File: config.mk
export PLATFORM = sky130hd
export DESIGN_NAME = fetchStage
export DESIGN_NICKNAME = d
export VERILOG_FILES = /design/src/hdl/cpuPkg.sv /design/src/hdl/fetchStage.sv
export SDC_FILE = /design/constraint.sdc
export NUM_CORES = 2
export LEC_CHECK = 0
export BUFFER_PORTS_ARGS = -buffer_cell sky130_fd_sc_hd__buf_2
export CORE_MARGIN = 1
export CORE_UTILIZATION = 40
export CTS_CLUSTER_SIZE = 14
export DETAILED_ROUTE_END_ITERATION = 16
export SETUP_SLACK_MARGIN = 0.1
export SYNTH_ARGS = -nofsm -noshare
export SYNTH_HDL_FRONTEND = slang
export SYNTH_SLANG_ARGS = --single-unit
export TNS_END_PERCENT = 20
File: constraint.sdc
create_clock -name i_clk -period 6.8 [get_ports i_clk]
set_clock_uncertainty 0.2 [all_clocks]
set_input_delay 1.7 -clock i_clk [delete_from_list [all_inputs] [get_ports i_clk]]
set_output_delay 1.7 -clock i_clk [all_outputs]
set_load 0.05 [all_outputs]
File: src/hdl/cpuPkg.sv
package cpuPkg;

    ////////////////////
    // Widths
    ////////////////////
    localparam int DATA_W     = 32;
    localparam int REG_ADDR_W = 5;
    localparam int IMM_W      = 16;
    localparam int FUNCT_W    = 6;

    ////////////////////
    // Encodings
    ////////////////////
    // Primary opcode, instr[31:26]
    typedef enum logic [5:0] {
        opRtype = 6'h00,
        opBeq   = 6'h04,
        opAddi  = 6'h08,
        opLw    = 6'h23,
        opSw    = 6'h2B
    } opcodeE;

    // R-type funct field, instr[5:0]
    typedef enum logic [FUNCT_W-1:0] {
        fnAdd = 6'h20,
        fnSub = 6'h22,
        fnAnd = 6'h24,
        fnOr  = 6'h25,
        fnSlt = 6'h2A
    } functE;

    typedef enum logic [3:0] {
        aluAnd = 4'h0,
        aluOr  = 4'h1,
        aluAdd = 4'h2,
        aluSub = 4'h6,
        aluSlt = 4'h7
    } aluCtrlE;

    // Class of ALU work chosen by decode
    typedef enum logic [1:0] {
        aluOpMem    = 2'b00,
        aluOpBranch = 2'b01,
        aluOpFunct  = 2'b10,
        aluOpImm    = 2'b11
    } aluOpE;

    ////////////////////
    // Pipeline registers
    ////////////////////
    typedef struct packed {
        logic  regWrite;
        logic  memToReg;
        logic  branch;
        logic  memRead;
        logic  memWrite;
        logic  regDst;
        logic  aluSrc;
        aluOpE aluOp;
    } ctrlT;

    typedef struct packed {
        logic [DATA_W-1:0] pc4;
        logic [DATA_W-1:0] instr;
    } ifIdT;

    typedef struct packed {
        ctrlT                  ctrl;
        logic [DATA_W-1:0]     pc4;
        logic [DATA_W-1:0]     rsData;
        logic [DATA_W-1:0]     rtData;
        logic [DATA_W-1:0]     imm;
        logic [REG_ADDR_W-1:0] rt;
        logic [REG_ADDR_W-1:0] rd;
    } idExT;

    typedef struct packed {
        logic                  regWrite;
        logic                  memToReg;
        logic                  branch;
        logic                  memRead;
        logic                  memWrite;
        logic [DATA_W-1:0]     branchTarget;
        logic                  zero;
        logic [DATA_W-1:0]     aluResult;
        logic [DATA_W-1:0]     storeData;
        logic [REG_ADDR_W-1:0] destReg;
    } exMemT;

    typedef struct packed {
        logic                  regWrite;
        logic                  memToReg;
        logic [DATA_W-1:0]     aluResult;
        logic [DATA_W-1:0]     memData;
        logic [REG_ADDR_W-1:0] destReg;
    } memWbT;

    // One register write as seen by the register file and the outside
    typedef struct packed {
        logic                  valid;
        logic [REG_ADDR_W-1:0] regAddr;
        logic [DATA_W-1:0]     data;
    } wbTraceT;

endpackage

File: src/hdl/fetchStage.sv
`timescale 1ns/100ps

module fetchStage #(
    parameter int IMEM_DEPTH = 64
) (
    input  logic                          i_clk,
    input  logic                          i_rstN,
    input  logic                          i_run,
    input  logic                          i_wbCyc,
    input  logic                          i_wbStb,
    input  logic                          i_wbWe,
    input  logic [$clog2(IMEM_DEPTH)-1:0] i_wbAdr,
    input  logic [cpuPkg::DATA_W-1:0]     i_wbDatW,
    input  logic                          i_branchTaken,
    input  logic [cpuPkg::DATA_W-1:0]     i_branchTarget,
    output logic                          o_wbAck,
    output logic [cpuPkg::DATA_W-1:0]     o_wbDatR,
    output cpuPkg::ifIdT                  o_ifId
);

    localparam int IMEM_AW = $clog2(IMEM_DEPTH);

    logic [cpuPkg::DATA_W-1:0] imem [IMEM_DEPTH];
    logic [cpuPkg::DATA_W-1:0] pc;
    logic [cpuPkg::DATA_W-1:0] pc4;
    logic [cpuPkg::DATA_W-1:0] instr;
    logic                      wbReq;

    ////////////////////
    // Wishbone loader
    ////////////////////
    // A request is accepted only while no ack is out
    assign wbReq = i_wbCyc && i_wbStb && !o_wbAck;

    always_ff @(posedge i_clk) begin
        if (!i_rstN) begin
            o_wbAck <= 1'b0;
        end else begin
            o_wbAck <= wbReq;
        end
    end

    always_ff @(posedge i_clk) begin
        if (wbReq && i_wbWe) begin
            imem[i_wbAdr] <= i_wbDatW;
        end
        if (wbReq && !i_wbWe) begin
            o_wbDatR <= imem[i_wbAdr];
        end
    end

    ////////////////////
    // PC and IF/ID
    ////////////////////
    assign pc4   = pc + cpuPkg::DATA_W'(4);
    assign instr = imem[pc[IMEM_AW+1:2]];

    always_ff @(posedge i_clk) begin
        if (!i_rstN) begin
            pc     <= '0;
            o_ifId <= '0;
        end else if (!i_run) begin
            // Core parked at address 0, bubbles into decode
            pc     <= '0;
            o_ifId <= '0;
        end else begin
            pc           <= i_branchTaken ? i_branchTarget : pc4;
            o_ifId.pc4   <= pc4;
            o_ifId.instr <= instr;
        end
    end

    ackPulse: assert property (@(posedge i_clk) disable iff (!i_rstN)
        o_wbAck |=> !o_wbAck);

endmodule

==> out/metrics.yaml <==
floorplan:
  dieArea_um2: 248000
  io_pins: 174
  core_um2: 244000
  die_w_um: 498
  die_y_um: 498
  initial_core_util: 0.404
  num_rows: 181
logic_synthesis:
  ys.flop_type: "edfxtp_1"
  synth_warnings: 0
  ys_seq_area_frac: 0.654
  ys_ff_latch: 2177
  syn-cell-area_um2: 98500
  ys_types: 71
  synth_edf_count: 2080
  syn_nets: 5744
  syn_inst: 5666
  async_reset_ff_frac: 0
  avgSynthCellArea_um2: 17.4
run_status:
  violations: "capacitance limit, slew limit"
  status: "finished, violations left"
timing:
  final_max_slew_viol_count: 2
  fin_tns_setup_ns: 0
  clock.fmax_mhz: 187
  worst_slew_pin_slew_ns: 1.57
  timing.final.ws_setup_ns: 1.45
  rsz0062_at_grt: "no"
  max-slew-margin-rel: -0.0474
  hold_viol: 0
  min_period_ns: 5.35
  post-route-period-util: 0.787
  final-setup-viol-count: 0
grt:
  overflow: 0
  grtUsageTotal: 0.321
  grt_pass1_vias: 63534
  antenna_found_initial: 40
  grt_max_degree: 105
  grt_pass1_wl_mm: 547
worst_setup_path:
  cp_cell_sequence: "buf_8 > inv_4 > buf_4 > a221oi_1 > nor2_1 > a221oi_1 > o21ai_0 > or4_1"
  crit_fanout: 41
  start_kind: "input port"
  crit_type: "in -> reg"
  regToRegSetupSlack_ns: 2.28
  r2r-start: "pc[5]"
  endpoint_kind: "flip-flop"
  reg2regPathDepth: 6
  worstReg2RegEnd: "o_ifId[22]"
  crit_top_cell: "a221oi_1"
  crit_required_ns: 7.24
  cp_slowest_cell: "a221oi_1"
  slowest_delay_ns: 1.20
  cp_top_family: "compound AO/OA/AOI/OAI gates"
  critPathArrivalTime_ns: 5.79
  crit_buf_inv: 3
routing:
  route.met3.wl_mm: 64.2
  via_per_inst: 7.16
  wl_per_cell_um: 43.6
  drt-initial-drc-count: 12871
  drc_errors: 0
  antenna_left: 0
  vias: 66793
  wl_met1_mm: 141
  met2_length_mm: 173
  dr.pass1.iters: 6
  wirelength_mm: 406
  top_layer: "met5"
clocking:
  cts_tree: "done"
  root_buffer: "clkbuf_16"
  clock_sinks: 2177
  cts_buffer_depth: 3
  clk_latency_ns: 0.90
  cts_setup_buffers: 0
  cts.clk_slew.worst_paths_ns: 0.07
  ctsHoldBuffers: 0
  h-tree-depth: 4
  cts_buffers: 220
  cts.repair.resized: 0
finish:
  drive_gt1_frac: 0.296
  area_growth_pct: 14.1
  layout_commonest_cell: "edfxtp_1"
  layout_common_cells: "edfxtp_1 (2080), mux4_2 (655), mux2i_1 (321), a221oi_1 (263), buf_4 (263)"
  final_nets: 5985
  finalNonFillerCells: 9323
min_path:
  min_to: "o_ifId[33]"
  hp-start: "pc[1]"
  hold_depth: 1
  hold_class: "reg -> reg"
power_and_ir_drop:
  combPwrFrac: 0.079
  switching_share: 0.237
  pwr-share-seq: 0.493
  power.total_mw: 30.0
  p_leak_nw: 35.1
  switchingPower_mw: 7.09
  p_clk_frac: 0.428
  vdd_drop_max_mv: 0.313
  powerDensity_nw_per_um2: 267
  intPower_mw: 22.9
placed_design:
  routabilityCongestion: 0.944
  dp.cells: 8887
  portBuffers: 173
  place_worst_setup_slack_ns: 0.966
  hpwlAfterDp_mm: 249
job:
  drv_cap: 2
[worst max path at each step]
stage / startpoint / slack (ns) / to / depth (start not counted)
CTS: i_wbAdr[2] / 1.93 / o_wbDatR[18] / 8
finish: i_wbAdr[2] / 1.45 / o_wbDatR[18] / 8
detailed placement: i_wbAdr[2] / 0.97 / o_wbDatR[18] / 8
global placement: i_wbAdr[2] / 0.95 / o_wbDatR[18] / 8
floorplan: i_wbAdr[0] / 1.93 / imem[11][0] / 7
global route: i_wbAdr[1] / 1.56 / o_wbDatR[18] / 8
[per-stage QoR]
step                      area, um^2  hold slack (ns)   util
after global placement        105000            0.265  0.429
after global routing          112000            0.304  0.460
after detailed placement      105000            0.282  0.429
after floorplan                98500            0.252      -
after CTS                     112000            0.287  0.460
final                         112000            0.285  0.460
[registers in the layout, summed over array words and instances, names as in the netlist]
name,count
pc,32
o_wbDatR,32
imem,2048
o_wbAck,1
o_ifId,64
[synth_stat cells, types with 124 or more instances]
| master | n | share of area |
|---|---|---|
| a21oi_1 | 144 | 0.0073 |
| a221oi_1 | 263 | 0.023 |
| a22oi_1 | 124 | 0.0094 |
| buf_2 | 165 | 0.0084 |
| clkbuf_1 | 162 | 0.0062 |
| edfxtp_1 | 2080 | 0.63 |
| mux2_2 | 189 | 0.022 |
| mux2i_1 | 321 | 0.033 |
| mux4_2 | 655 | 0.15 |
| nand2_1 | 140 | 0.0053 |
| nor2_1 | 309 | 0.012 |
| o21ai_0 | 186 | 0.0094 |
| o22ai_1 | 198 | 0.013 |
[cells by family (layout without fill, tap and decap cells)]
kind of cell	Yosys count	in the layout	synth area share
AO/OA/AOI/OAI	1187	1187	0.0859
XOR/XNOR	28	28	0.00249
adder cells (fa/ha/maj)	1	1	0.000127
buffers and inverters	480	914	0.0251
flip-flops	2177	2177	0.654
multiplexers	1165	1165	0.204
other	0	21	0
AND/OR/NAND/NOR	628	628	0.0287
[layout make-up]
type	instances	area (um^2)
clock inverters	143	1650
fillers	20592	132000
diodes	21	52.6
clock buffers	272	5910
multi-input cells	3009	32300
well taps	3202	4010
repair buffers	492	3990
flip-flops and latches	2177	64400
inverters	7	37.5
[power by group through the flow]
stage          Sequential, mW  Clock (mW)  Combinational [mW]
3_3_place_gp             15.1           0                2.26
2_1_floorplan            15.1           0                1.19
6_report                 14.8        12.8                2.37
5_1_grt                  14.8        13.3                2.39
4_1_cts                  14.8        12.8                2.28
3_5_place_dp             15.1           0                2.27
[metal layers]
layer	global-route usage	vias to the layer above
met1	0.415	34400
li1	-	24580
met3	0.117	1383
met4	0.187	30
met2	0.463	6400
met5	0	-
Power figures use the tool's default switching activity.
