[src/hdl/cpuPkg.sv]
package cpuPkg;

    ////////////////////
    // Widths
    ////////////////////
    localparam int DATA_W     = 32;
    localparam int REG_ADDR_W = 5;
    localparam int IMM_W      = 16;
    localparam int FUNCT_W    = 6;

    ////////////////////
    // Encodings
    ////////////////////
    // Primary opcode, instr[31:26]
    typedef enum logic [5:0] {
        opRtype = 6'h00,
        opBeq   = 6'h04,
        opAddi  = 6'h08,
        opLw    = 6'h23,
        opSw    = 6'h2B
    } opcodeE;

    // R-type funct field, instr[5:0]
    typedef enum logic [FUNCT_W-1:0] {
        fnAdd = 6'h20,
        fnSub = 6'h22,
        fnAnd = 6'h24,
        fnOr  = 6'h25,
        fnSlt = 6'h2A
    } functE;

    typedef enum logic [3:0] {
        aluAnd = 4'h0,
        aluOr  = 4'h1,
        aluAdd = 4'h2,
        aluSub = 4'h6,
        aluSlt = 4'h7
    } aluCtrlE;

    // Class of ALU work chosen by decode
    typedef enum logic [1:0] {
        aluOpMem    = 2'b00,
        aluOpBranch = 2'b01,
        aluOpFunct  = 2'b10,
        aluOpImm    = 2'b11
    } aluOpE;

    ////////////////////
    // Pipeline registers
    ////////////////////
    typedef struct packed {
        logic  regWrite;
        logic  memToReg;
        logic  branch;
        logic  memRead;
        logic  memWrite;
        logic  regDst;
        logic  aluSrc;
        aluOpE aluOp;
    } ctrlT;

    typedef struct packed {
        logic [DATA_W-1:0] pc4;
        logic [DATA_W-1:0] instr;
    } ifIdT;

    typedef struct packed {
        ctrlT                  ctrl;
        logic [DATA_W-1:0]     pc4;
        logic [DATA_W-1:0]     rsData;
        logic [DATA_W-1:0]     rtData;
        logic [DATA_W-1:0]     imm;
        logic [REG_ADDR_W-1:0] rt;
        logic [REG_ADDR_W-1:0] rd;
    } idExT;

    typedef struct packed {
        logic                  regWrite;
        logic                  memToReg;
        logic                  branch;
        logic                  memRead;
        logic                  memWrite;
        logic [DATA_W-1:0]     branchTarget;
        logic                  zero;
        logic [DATA_W-1:0]     aluResult;
        logic [DATA_W-1:0]     storeData;
        logic [REG_ADDR_W-1:0] destReg;
    } exMemT;

    typedef struct packed {
        logic                  regWrite;
        logic                  memToReg;
        logic [DATA_W-1:0]     aluResult;
        logic [DATA_W-1:0]     memData;
        logic [REG_ADDR_W-1:0] destReg;
    } memWbT;

    // One register write as seen by the register file and the outside
    typedef struct packed {
        logic                  valid;
        logic [REG_ADDR_W-1:0] regAddr;
        logic [DATA_W-1:0]     data;
    } wbTraceT;

endpackage

[src/hdl/executeStage.sv]
`timescale 1ns/100ps

module executeStage (
    input  logic          i_clk,
    input  logic          i_rstN,
    input  cpuPkg::idExT  i_idEx,
    output cpuPkg::exMemT o_exMem
);

    cpuPkg::aluCtrlE                 aluCtrl;
    logic [cpuPkg::DATA_W-1:0]       opA;
    logic [cpuPkg::DATA_W-1:0]       opB;
    logic [cpuPkg::DATA_W-1:0]       aluResult;
    logic [cpuPkg::DATA_W-1:0]       branchTarget;
    logic [cpuPkg::REG_ADDR_W-1:0]   destReg;
    logic                            zero;

    ////////////////////
    // ALU control
    ////////////////////
    always_comb begin
        aluCtrl = cpuPkg::aluAdd;
        case (i_idEx.ctrl.aluOp)
            cpuPkg::aluOpMem:    aluCtrl = cpuPkg::aluAdd;
            cpuPkg::aluOpImm:    aluCtrl = cpuPkg::aluAdd;
            cpuPkg::aluOpBranch: aluCtrl = cpuPkg::aluSub;
            cpuPkg::aluOpFunct: begin
                // funct sits in the low bits of the extended immediate
                case (cpuPkg::functE'(i_idEx.imm[cpuPkg::FUNCT_W-1:0]))
                    cpuPkg::fnAdd: aluCtrl = cpuPkg::aluAdd;
                    cpuPkg::fnSub: aluCtrl = cpuPkg::aluSub;
                    cpuPkg::fnAnd: aluCtrl = cpuPkg::aluAnd;
                    cpuPkg::fnOr:  aluCtrl = cpuPkg::aluOr;
                    cpuPkg::fnSlt: aluCtrl = cpuPkg::aluSlt;
                    default:       aluCtrl = cpuPkg::aluCtrlE'(4'hF);
                endcase
            end
            default: aluCtrl = cpuPkg::aluAdd;
        endcase
    end

    ////////////////////
    // ALU
    ////////////////////
    assign opA = i_idEx.rsData;
    assign opB = i_idEx.ctrl.aluSrc ? i_idEx.imm : i_idEx.rtData;

    always_comb begin
        case (aluCtrl)
            cpuPkg::aluAdd: aluResult = opA + opB;
            cpuPkg::aluSub: aluResult = opA - opB;
            cpuPkg::aluAnd: aluResult = opA & opB;
            cpuPkg::aluOr:  aluResult = opA | opB;
            // Signed compare
            cpuPkg::aluSlt: aluResult = cpuPkg::DATA_W'($signed(opA) < $signed(opB));
            default:        aluResult = '0;
        endcase
    end

    assign zero         = (aluResult == '0);
    assign branchTarget = i_idEx.pc4 + {i_idEx.imm[cpuPkg::DATA_W-3:0], 2'b00};
    assign destReg      = i_idEx.ctrl.regDst ? i_idEx.rd : i_idEx.rt;

    ////////////////////
    // EX/MEM
    ////////////////////
    always_ff @(posedge i_clk) begin
        if (!i_rstN) begin
            o_exMem.regWrite <= 1'b0;
            o_exMem.memToReg <= 1'b0;
            o_exMem.branch   <= 1'b0;
            o_exMem.memRead  <= 1'b0;
            o_exMem.memWrite <= 1'b0;
        end else begin
            o_exMem.regWrite     <= i_idEx.ctrl.regWrite;
            o_exMem.memToReg     <= i_idEx.ctrl.memToReg;
            o_exMem.branch       <= i_idEx.ctrl.branch;
            o_exMem.memRead      <= i_idEx.ctrl.memRead;
            o_exMem.memWrite     <= i_idEx.ctrl.memWrite;
            o_exMem.branchTarget <= branchTarget;
            o_exMem.zero         <= zero;
            o_exMem.aluResult    <= aluResult;
            o_exMem.storeData    <= i_idEx.rtData;
            o_exMem.destReg      <= destReg;
        end
    end

    // Decode only lets supported functs carry control bits
    aluCtrlKnown: assert property (@(posedge i_clk) disable iff (!i_rstN)
        (i_idEx.ctrl.regWrite || i_idEx.ctrl.branch) |->
            (aluCtrl inside {cpuPkg::aluAdd, cpuPkg::aluSub, cpuPkg::aluAnd,
                             cpuPkg::aluOr, cpuPkg::aluSlt}));

endmodule

[config.mk]
export PLATFORM = sky130hd
export DESIGN_NAME = executeStage
export DESIGN_NICKNAME = d
export VERILOG_FILES = /design/src/hdl/cpuPkg.sv /design/src/hdl/executeStage.sv
export SDC_FILE = /design/constraint.sdc
export NUM_CORES = 1
export LEC_CHECK = 0
export ABC_AREA = 1
export BUFFER_PORTS_ARGS = -buffer_cell sky130_fd_sc_hd__buf_4
export CAP_MARGIN = 15
export CORE_MARGIN = 5
export CORE_UTILIZATION = 50
export CTS_BUF_LIST = sky130_fd_sc_hd__clkbuf_8
export DETAILED_ROUTE_END_ITERATION = 8
export PLACE_DENSITY = 0.78
export SLEW_MARGIN = 5
export SYNTH_ARGS = -nofsm -noshare
export SYNTH_HDL_FRONTEND = slang
export SYNTH_SLANG_ARGS = --single-unit
[constraint.sdc]
create_clock -name i_clk -period 3.9 [get_ports i_clk]
set_clock_uncertainty 0.15 [all_clocks]
set_input_delay 0.195 -clock i_clk [delete_from_list [all_inputs] [get_ports i_clk]]
set_output_delay 0.195 -clock i_clk [all_outputs]
set_load 0.02 [all_outputs]
==> results.toml <==
[run_status]
status = "complete, no violations"

[pwr]
power_density_nw_per_um2 = 291
ir_worst_vdd_mv = 0.221
leakage_nw = 8.49

[sta]
slew_viol_final = 0
setup_viol = 0
finalCriticalPeriod_ns = 3.68
tightest_slew_ns = 0.834
finalSetupTns_ns = 0
post-route-period-util = 0.944
timing.fmax_ghz = 0.272
hold_slack_ns = 0.0627
rsz0062_at_grt = "false"
maxSlewHeadroom = 0.443
hold_viol = 0

[die]
coreArea_sq_um = 24500
initial_core_util = 0.511
die_area_sq_um = 28300
die_w_um = 168
chipHeight_um = 168
rows = 57
pin_count = 256

[setup_path]
crit_fanout = 3
slowest_delay_ns = 0.54
cp_top_family = "simple AND/OR/NAND/NOR gates"
cp.required_ns = 4.04
worst_path_most_repeated_cell = "nand2_1"
end_kind = "flip-flop"
path_buf_inv = 3
path_cells = "dlygate4sd3_1 -> buf_4 -> o21ai_1 -> inv_1 -> ha_1 -> fa_1 -> nor2_1 -> nand2_1 -> nand3_1 -> nand2_1 -> nand2_1 -> nand3_1 -> nand2_1 -> nand2_1 -> nand2_1 -> nand2_1 -> nand3b_1 -> nand3_1 -> nor2_2 -> nand3_1 -> nor2_1"
cp-start-kind = "input pin"
crit_slowest_cell = "dlygate4sd3_1"
crit_type = "input pin to flip-flop"
cp_data_arrival_time_ns = 3.82

[clock_tree]
clockBufferDepth = 2
cts_setup_buffers = 0
clk_pin_slew_worst_paths_ns = 0.13
ctsHtreeMaxLevel = 3
numCtsBuffers = 9
cts_sinks = 107
cts-root-buf = "clkbuf_8"
cts_tree = "yes"

[synth]
mappedNetlistArea_sq_um = 12500
ys_ff_latch = 107
synthDistinctLibCells = 53
syn_inst = 1893
synth.net_count = 2188
syn_avg_cell_area_sq_um = 6.61
ys_warn_count = 0
synth_seq_area_share = 0.253

[global_route]
grt_most_used_layer = "met2"
antenna_found_initial = 0
grt_pass1_wl_um = 67900
gr-total-overflow = 0
use_met2 = 0.495
grt_use_met3 = 0.0666
grt_usage = 0.305
met1_usage = 0.402
grt_max_degree = 62
grt_pass1_vias = 12900

[cells_and_area]
top_regs = "o_exMem (107)"
final_nets = 2477
syn2layout_area_growth_pct = 22.6
largest_reg_flops = 107
fin_area_sq_um = 15300
antenna_cells = 0
drive_gt1_frac = 0.166
largest_register = "o_exMem"
finish.utilization = 0.627

[route]
drt-pass1-iter-count = 6
vias = 13300
drc = 0
postRouteAntennaNets = 0
wl_per_cell_um = 17.7
via_per_inst = 5.28
wirelength_um = 44500
initialDrtViolationCount = 1409

[placement]
post_dp_cell_area_sq_um = 14600
dp_hpwl_um = 35900
gp_congestion = 1.02
port_buffers = 255

[run]
cap_viol_max_count = 0

[min_path]
hold_path_class = "input pin to flip-flop"
synth_stat cells, drive strengths merged:
library cell  count  area share
nor4              2      0.0010
edfxtp          102        0.24
dfxtp             5      0.0080
a21boi            2      0.0012
nand3           148       0.069
a31o              1     0.00070
xor2             34       0.024
a21oi            66       0.027
clkbuf            9      0.0029
nor3             21      0.0096
xnor2             8      0.0056
inv             418        0.13
clkinv            3     0.00090
nand4            20       0.011
o2111ai           1     0.00070
or2               1     0.00050
mux2              5      0.0045
o2bb2ai           1     0.00070
a21o              6      0.0036
fa                3      0.0048
buf              28       0.019
a221oi            1     0.00070
o21bai            7      0.0042
nand2           582        0.18
ha              143        0.14
nor2            160       0.054
a211oi            1     0.00060
o22ai             5      0.0025
and2              5      0.0025
a31oi             3      0.0015
o211ai            4      0.0024
o21ai            85       0.036
nand3b           13      0.0088
repair_timing:
action,CTS,global route
hold endpoints to repair,45,0
hold buffers,51,0
setup endpoints to repair,0,1
resized for setup,0,4
final timing paths:
kind / slack [ns] / startpoint / endpoint / cells past startpoint
worst max-delay path: 0.22 / i_idEx[42] / o_exMem[69]$_DFFE_PP_ / 21
worst min-delay path: 0.06 / i_idEx[137] / o_exMem[101]$_DFFE_PP_ / 3
layout make-up:
cell class | count | area, sq um
Clock buffer | 9 | 124
Clock inverter | 7 | 65.1
Fill cell | 2302 | 9130
Inverter | 421 | 1590
Multi-Input combinational cell | 1328 | 7480
Sequential cell | 107 | 3160
Tap cell | 324 | 405
Timing Repair Buffer | 315 | 2500
power breakdown:
part,leakage [nW],internal (W),switching [W]
logic,7.36,0.000796,0.00144
registers,1.04,0.00144,0.0000428
clock network,0.0959,0.000247,0.000502
routing by layer:
layer	vias to the layer above	wire length, um
met4	0	1470
met3	89	4740
met5	-	0
li1	6449	-
met2	665	20200
met1	6053	18100
stage by stage:
step	std cells	worst slack (ns)	power, W
finish	2511	0.218	0.00446
global route	2511	0.0269	0.00472
CTS	2511	0.142	0.00441
detailed placement	2444	0.0709	0.00364
global placement	2444	0.125	0.00362
floorplan	1893	0.891	0.00287
cells by family after synthesis:
kind of cell               Yosys count  synth area share
AOI/OAI and AO/OA                  183            0.0816
adders and majority gates          146             0.148
xor gates and xnor gates            42            0.0294
DFF                                107             0.253
muxes                                5           0.00450
buffers and inverters              458             0.149
and+or+nand+nor                    952             0.335
tightest hold or removal path, stage by stage:
cell and delay, ns:
buf_4 0.08, xor2_1 0.07, xor2_1 0.16
layout by cell type, fill, tap and decap left out, types with 18 or more instances in the layout:
master	n
edfxtp_1	102
xor2_1	34
a21oi_1	65
nor3_1	18
nand4_1	19
nand3_2	21
inv_1	405
nor2_1	143
nand2_1	568
nand3_1	126
o21ai_0	68
dlygate4sd3_1	51
ha_1	143
buf_4	263
Power figures use the tool's default switching activity.
