**src/hdl/cpuPkg.sv**
```systemverilog
package cpuPkg;

    ////////////////////
    // Widths
    ////////////////////
    localparam int DATA_W     = 32;
    localparam int REG_ADDR_W = 5;
    localparam int IMM_W      = 16;
    localparam int FUNCT_W    = 6;

    ////////////////////
    // Encodings
    ////////////////////
    // Primary opcode, instr[31:26]
    typedef enum logic [5:0] {
        opRtype = 6'h00,
        opBeq   = 6'h04,
        opAddi  = 6'h08,
        opLw    = 6'h23,
        opSw    = 6'h2B
    } opcodeE;

    // R-type funct field, instr[5:0]
    typedef enum logic [FUNCT_W-1:0] {
        fnAdd = 6'h20,
        fnSub = 6'h22,
        fnAnd = 6'h24,
        fnOr  = 6'h25,
        fnSlt = 6'h2A
    } functE;

    typedef enum logic [3:0] {
        aluAnd = 4'h0,
        aluOr  = 4'h1,
        aluAdd = 4'h2,
        aluSub = 4'h6,
        aluSlt = 4'h7
    } aluCtrlE;

    // Class of ALU work chosen by decode
    typedef enum logic [1:0] {
        aluOpMem    = 2'b00,
        aluOpBranch = 2'b01,
        aluOpFunct  = 2'b10,
        aluOpImm    = 2'b11
    } aluOpE;

    ////////////////////
    // Pipeline registers
    ////////////////////
    typedef struct packed {
        logic  regWrite;
        logic  memToReg;
        logic  branch;
        logic  memRead;
        logic  memWrite;
        logic  regDst;
        logic  aluSrc;
        aluOpE aluOp;
    } ctrlT;

    typedef struct packed {
        logic [DATA_W-1:0] pc4;
        logic [DATA_W-1:0] instr;
    } ifIdT;

    typedef struct packed {
        ctrlT                  ctrl;
        logic [DATA_W-1:0]     pc4;
        logic [DATA_W-1:0]     rsData;
        logic [DATA_W-1:0]     rtData;
        logic [DATA_W-1:0]     imm;
        logic [REG_ADDR_W-1:0] rt;
        logic [REG_ADDR_W-1:0] rd;
    } idExT;

    typedef struct packed {
        logic                  regWrite;
        logic                  memToReg;
        logic                  branch;
        logic                  memRead;
        logic                  memWrite;
        logic [DATA_W-1:0]     branchTarget;
        logic                  zero;
        logic [DATA_W-1:0]     aluResult;
        logic [DATA_W-1:0]     storeData;
        logic [REG_ADDR_W-1:0] destReg;
    } exMemT;

    typedef struct packed {
        logic                  regWrite;
        logic                  memToReg;
        logic [DATA_W-1:0]     aluResult;
        logic [DATA_W-1:0]     memData;
        logic [REG_ADDR_W-1:0] destReg;
    } memWbT;

    // One register write as seen by the register file and the outside
    typedef struct packed {
        logic                  valid;
        logic [REG_ADDR_W-1:0] regAddr;
        logic [DATA_W-1:0]     data;
    } wbTraceT;

endpackage

```
**src/hdl/regFile.sv**
```systemverilog
`timescale 1ns/100ps

module regFile (
    input  logic                          i_clk,
    input  logic                          i_rstN,
    input  logic [cpuPkg::REG_ADDR_W-1:0] i_rsAddr,
    input  logic [cpuPkg::REG_ADDR_W-1:0] i_rtAddr,
    input  cpuPkg::wbTraceT               i_wb,
    output logic [cpuPkg::DATA_W-1:0]     o_rsData,
    output logic [cpuPkg::DATA_W-1:0]     o_rtData
);

    logic [cpuPkg::DATA_W-1:0] regs [32];

    always_ff @(posedge i_clk) begin
        if (!i_rstN) begin
            for (int i = 0; i < 32; i++) begin
                regs[i] <= '0;
            end
        end else if (i_wb.valid && (i_wb.regAddr != '0)) begin
            regs[i_wb.regAddr] <= i_wb.data;
        end
    end

    // Same-cycle write shows through, r0 is hardwired
    function automatic logic [cpuPkg::DATA_W-1:0] readPort(
        input logic [cpuPkg::REG_ADDR_W-1:0] addr
    );
        if (addr == '0) begin
            return '0;
        end
        if (i_wb.valid && (i_wb.regAddr == addr)) begin
            return i_wb.data;
        end
        return regs[addr];
    endfunction

    always_comb begin
        o_rsData = readPort(i_rsAddr);
        o_rtData = readPort(i_rtAddr);
    end

endmodule

```
**src/hdl/decodeStage.sv**
```systemverilog
`timescale 1ns/100ps

module decodeStage (
    input  logic            i_clk,
    input  logic            i_rstN,
    input  cpuPkg::ifIdT    i_ifId,
    input  cpuPkg::wbTraceT i_wb,
    output cpuPkg::idExT    o_idEx
);

    cpuPkg::opcodeE                  opcode;
    logic [cpuPkg::REG_ADDR_W-1:0]   rs;
    logic [cpuPkg::REG_ADDR_W-1:0]   rt;
    logic [cpuPkg::REG_ADDR_W-1:0]   rd;
    logic [cpuPkg::IMM_W-1:0]        imm16;
    logic [cpuPkg::FUNCT_W-1:0]      funct;
    logic                            functOk;
    logic [cpuPkg::DATA_W-1:0]       rsData;
    logic [cpuPkg::DATA_W-1:0]       rtData;
    cpuPkg::ctrlT                    ctrl;
    cpuPkg::idExT                    idExNext;

    ////////////////////
    // Field split
    ////////////////////
    assign opcode = cpuPkg::opcodeE'(i_ifId.instr[31:26]);
    assign rs     = i_ifId.instr[25:21];
    assign rt     = i_ifId.instr[20:16];
    assign rd     = i_ifId.instr[15:11];
    assign imm16  = i_ifId.instr[cpuPkg::IMM_W-1:0];
    assign funct  = i_ifId.instr[cpuPkg::FUNCT_W-1:0];

    // Unsupported R-type functs (incl. the all-zero nop) become bubbles
    assign functOk = funct inside {cpuPkg::fnAdd, cpuPkg::fnSub, cpuPkg::fnAnd,
                                   cpuPkg::fnOr, cpuPkg::fnSlt};

    ////////////////////
    // Control unit
    ////////////////////
    always_comb begin
        ctrl = '0;
        case (opcode)
            cpuPkg::opRtype: begin
                if (functOk) begin
                    ctrl.regWrite = 1'b1;
                    ctrl.regDst   = 1'b1;
                    ctrl.aluOp    = cpuPkg::aluOpFunct;
                end
            end
            cpuPkg::opAddi: begin
                ctrl.regWrite = 1'b1;
                ctrl.aluSrc   = 1'b1;
                ctrl.aluOp    = cpuPkg::aluOpImm;
            end
            cpuPkg::opLw: begin
                ctrl.regWrite = 1'b1;
                ctrl.memToReg = 1'b1;
                ctrl.memRead  = 1'b1;
                ctrl.aluSrc   = 1'b1;
                ctrl.aluOp    = cpuPkg::aluOpMem;
            end
            cpuPkg::opSw: begin
                ctrl.memWrite = 1'b1;
                ctrl.aluSrc   = 1'b1;
                ctrl.aluOp    = cpuPkg::aluOpMem;
            end
            cpuPkg::opBeq: begin
                ctrl.branch = 1'b1;
                ctrl.aluOp  = cpuPkg::aluOpBranch;
            end
            default: ctrl = '0;
        endcase
    end

    regFile uRegFile (
        .i_clk    (i_clk),
        .i_rstN   (i_rstN),
        .i_rsAddr (rs),
        .i_rtAddr (rt),
        .i_wb     (i_wb),
        .o_rsData (rsData),
        .o_rtData (rtData)
    );

    ////////////////////
    // ID/EX
    ////////////////////
    always_comb begin
        idExNext.ctrl   = ctrl;
        idExNext.pc4    = i_ifId.pc4;
        idExNext.rsData = rsData;
        idExNext.rtData = rtData;
        idExNext.imm    = {{(cpuPkg::DATA_W - cpuPkg::IMM_W){imm16[cpuPkg::IMM_W-1]}}, imm16};
        idExNext.rt     = rt;
        idExNext.rd     = rd;
    end

    always_ff @(posedge i_clk) begin
        if (!i_rstN) begin
            o_idEx.ctrl <= '0;
        end else begin
            o_idEx <= idExNext;
        end
    end

    memExclusive: assert property (@(posedge i_clk) disable iff (!i_rstN)
        !(o_idEx.ctrl.memRead && o_idEx.ctrl.memWrite));

endmodule

```
**config.mk**
```make
export PLATFORM = sky130hd
export DESIGN_NAME = decodeStage
export DESIGN_NICKNAME = d
export VERILOG_FILES = /design/src/hdl/cpuPkg.sv /design/src/hdl/regFile.sv /design/src/hdl/decodeStage.sv
export SDC_FILE = /design/constraint.sdc
export NUM_CORES = 2
export LEC_CHECK = 0
export ABC_CLOCK_PERIOD_IN_PS = 11100
export BUFFER_PORTS_ARGS = -buffer_cell sky130_fd_sc_hd__buf_4
export CORE_MARGIN = 10
export CORE_UTILIZATION = 40
export CTS_CLUSTER_DIAMETER = 80
export DETAILED_ROUTE_END_ITERATION = 16
export GPL_ROUTABILITY_DRIVEN = 0
export GPL_TIMING_DRIVEN = 0
export SYNTH_ARGS = -nofsm -noshare
export SYNTH_HDL_FRONTEND = slang
export SYNTH_SLANG_ARGS = --single-unit
```
**constraint.sdc**
```tcl
create_clock -name i_clk -period 11.1 [get_ports i_clk]
set_input_delay 0.555 -clock i_clk [delete_from_list [all_inputs] [get_ports i_clk]]
set_output_delay 0.555 -clock i_clk [all_outputs]
set_load 0.01 [all_outputs]
```
==> impl_metrics.env <==
export IMPL_ys_warn_count=0
export IMPL_rsz0062_at_grt="no"
export IMPL_grt_max_degree=64
export IMPL_p_total_mw=11.2
export IMPL_mostFrequentLayoutCells="1,141 x edfxtp_1, 995 x and2_1, 544 x mux4_2"
export IMPL_setup_viol=0
export IMPL_ys_flop_type="edfxtp_1"
export IMPL_grt_ovfl_total=0
export IMPL_r2r_slack_ns=8.44
export IMPL_criticalPathCategory="in2reg"
export IMPL_fin_nets=4356
export IMPL_root_buffer="clkbuf_16"
export IMPL_reg2reg_from="uRegFile.regs[1][14]"
export IMPL_violations="DRC, capacitance limit, slew limit"
export IMPL_dieArea_sq_um=164000
export IMPL_antenna_found_initial=29
export IMPL_totalWireLength_um=270000
export IMPL_reg2regPathDepth=4
export IMPL_required_ns=11.53
export IMPL_die_h_um=405
export IMPL_slowest_delay_ns=1.12
export IMPL_async_flop_share=0
export IMPL_outcome="complete, but fails checks"
export IMPL_post_route_min_period_ns=4.73
export IMPL_drc=4
export IMPL_fp_coreArea_sq_um=147000
export IMPL_drive_gt1_frac=0.283
export IMPL_synth_seq_cells=1149
export IMPL_cp_slowest_cell="clkbuf_1"
export IMPL_drt_iter0_markers=8383
export IMPL_leakage_nw=24.0
export IMPL_tns_ns=0
export IMPL_start_util=0.402
export IMPL_grt_pass1_vias=42000
export IMPL_vias_per_cell=6.89
export IMPL_clk_insertion_delay_late_ns=0.83
export IMPL_io_buffers=240
export IMPL_worst_path_max_fanout=10
export IMPL_cts_max_level=4
export IMPL_netlist_instances=3711
export IMPL_tightestPinTransition_ns=1.69
export IMPL_syn_cell_area_sq_um=59300
export IMPL_synth_cell_types=43
export IMPL_die_w_um=405
export IMPL_vias=43300
export IMPL_yosysSeqAreaShare=0.581
export IMPL_hold_depth=4
export IMPL_dp_hpwl_um=181000
export IMPL_fmax_mhz=211
export IMPL_cts_buffer_depth=3
export IMPL_grt_first_pass_wirelength_um=358000
export IMPL_post_drt_wl_per_cell_um=42.9
export IMPL_hold_start="i_ifId[30]"
export IMPL_num_rows=141
export IMPL_clock_sinks=1149
export IMPL_io_pins=251
export IMPL_grt_usage=0.322
export IMPL_final_common_cell="edfxtp_1"
export IMPL_report_final_hold_viol_count=0
export IMPL_ir_drop_mv=0.189
export IMPL_power_density_nw_per_um2=159
export IMPL_numCtsBuffers=139
export IMPL_drtAntennaViolNets=0
export IMPL_slew_headroom=-0.124
export IMPL_cts_setup_buffers=0
export IMPL_hold_path_class="in2reg"
export IMPL_cp_num_buf_inv=5
export IMPL_whs_endpoint="o_idEx[141]"
export IMPL_path_cells="dlygate4sd3_1 > buf_4 > clkbuf_1 > xnor2_1 > and4_1 > buf_4 > clkbuf_1 > a221oi_1 > a2111oi_0"
export IMPL_synth_edf_count=1141
export IMPL_path_delay_family="buffers and inverters"
export IMPL_crit_path_start_kind="primary input"
export IMPL_drv_slew=153
export IMPL_avgSynthCellArea_sq_um=16.0
export IMPL_end_kind="flip-flop"
export IMPL_finalClockSkew_ns=0.0385
export IMPL_drv_cap=20
export IMPL_rr_endpoint="o_idEx[56]"
export IMPL_clkTransAtPathRegs_ns=0.05
export IMPL_timing_final_crit_share=0.426
export IMPL_syn_to_final_growth_pct=18.9
export IMPL_cts_tree="yes"
export IMPL_firstDrtPassIters=13
export IMPL_cp_arrival_ns=5.16
worst min-delay path, stage by stage:
cell,delay (ns)
buf_4,0.08
nor4_1,0.05
inv_1,0.07
nor4_1,0.05
synthesized netlist by cell type, types with 13 or more instances:
library cell | count | share of area
a2111oi_0 | 32 | 0.0047
a211o_1 | 32 | 0.0047
a211oi_1 | 33 | 0.0042
a221oi_1 | 64 | 0.0095
and2_1 | 995 | 0.11
buf_1 | 20 | 0.0013
buf_2 | 58 | 0.0049
buf_4 | 28 | 0.0035
buf_6 | 13 | 0.0025
clkbuf_1 | 326 | 0.021
edfxtp_1 | 1141 | 0.58
mux2_2 | 32 | 0.0061
mux2i_1 | 65 | 0.011
mux4_2 | 544 | 0.21
nor2_1 | 34 | 0.0022
nor3_1 | 35 | 0.0030
o2111a_1 | 32 | 0.0061
o21ai_0 | 30 | 0.0025
o21ai_1 | 32 | 0.0027
o221ai_1 | 32 | 0.0047
o22ai_1 | 64 | 0.0068
how the worst max path moves through the flow:
stage,slack [ns],startpoint,cells past startpoint,end
global placement,0.35,i_rstN,5,uRegFile.regs[1][10]
global route,6.54,i_ifId[19],9,o_idEx[48]
floorplan,6.98,i_wb[35],4,uRegFile.regs[8][0]
CTS,6.63,i_ifId[17],9,o_idEx[72]
finish,6.37,i_ifId[19],9,o_idEx[48]
detailed placement,6.32,i_ifId[17],8,o_idEx[72]
state kept, by name (all words and copies together), names as in the netlist:
register and cells:
uRegFile.regs 1024, o_idEx 125
through the flow:
step            util  instances  area, sq um  worst slack, ns  hold WS (ns)
5_1_grt        0.478       6286        70400             6.54        0.0864
3_3_place_gp   0.431       5912        63600            0.346         0.733
4_1_cts        0.477       6280        70400             6.63        0.0186
3_5_place_dp   0.445       5982        65600             6.32         0.734
2_1_floorplan      -       3742        59400             6.98         0.631
6_report       0.478       6295        70500             6.37        0.0597
routing by layer:
metal,track usage,part of all wire,vias to the layer above
met5,0.00526,0.00085,-
met4,0.202,0.080,20
met3,0.154,0.17,1209
met2,0.462,0.42,4515
met1,0.387,0.34,21900
li1,-,-,15700
cells by family after synthesis:
group                  Yosys count  synth area share
multiplexers                   641             0.224
AO/OA/AOI/OAI                  352            0.0460
XOR/XNOR                        11           0.00163
flip-flops                    1149             0.581
other                            1         0.0000633
AND/OR/NAND/NOR               1105             0.114
buffers and inverters          452            0.0333
timing repair:
action | 4_1_cts | 5_1_grt
gates resized for setup | 0 | 0
hold buffers | 54 | 0
endpoints found under the hold margin | 56 | 0
layout make-up:
type | instances | area, sq um
fillers | 12500 | 77000
clock inverters | 72 | 622
repair buffers | 369 | 3990
inverters | 7 | 28.8
clock buffers | 172 | 3650
multi-input cells | 2141 | 23300
diodes | 10 | 25.0
well taps | 1930 | 2410
plain buffers | 445 | 1970
flip-flops and latches | 1149 | 34400
power by group:
group,leakage (nW),switching (mW),internal (mW)
Sequential,11.0,0.129,5.04
Clock,2.08,1.95,2.53
Combinational,10.9,0.947,0.642
Total,24.0,3.02,8.21
Power figures use the tool's default switching activity.
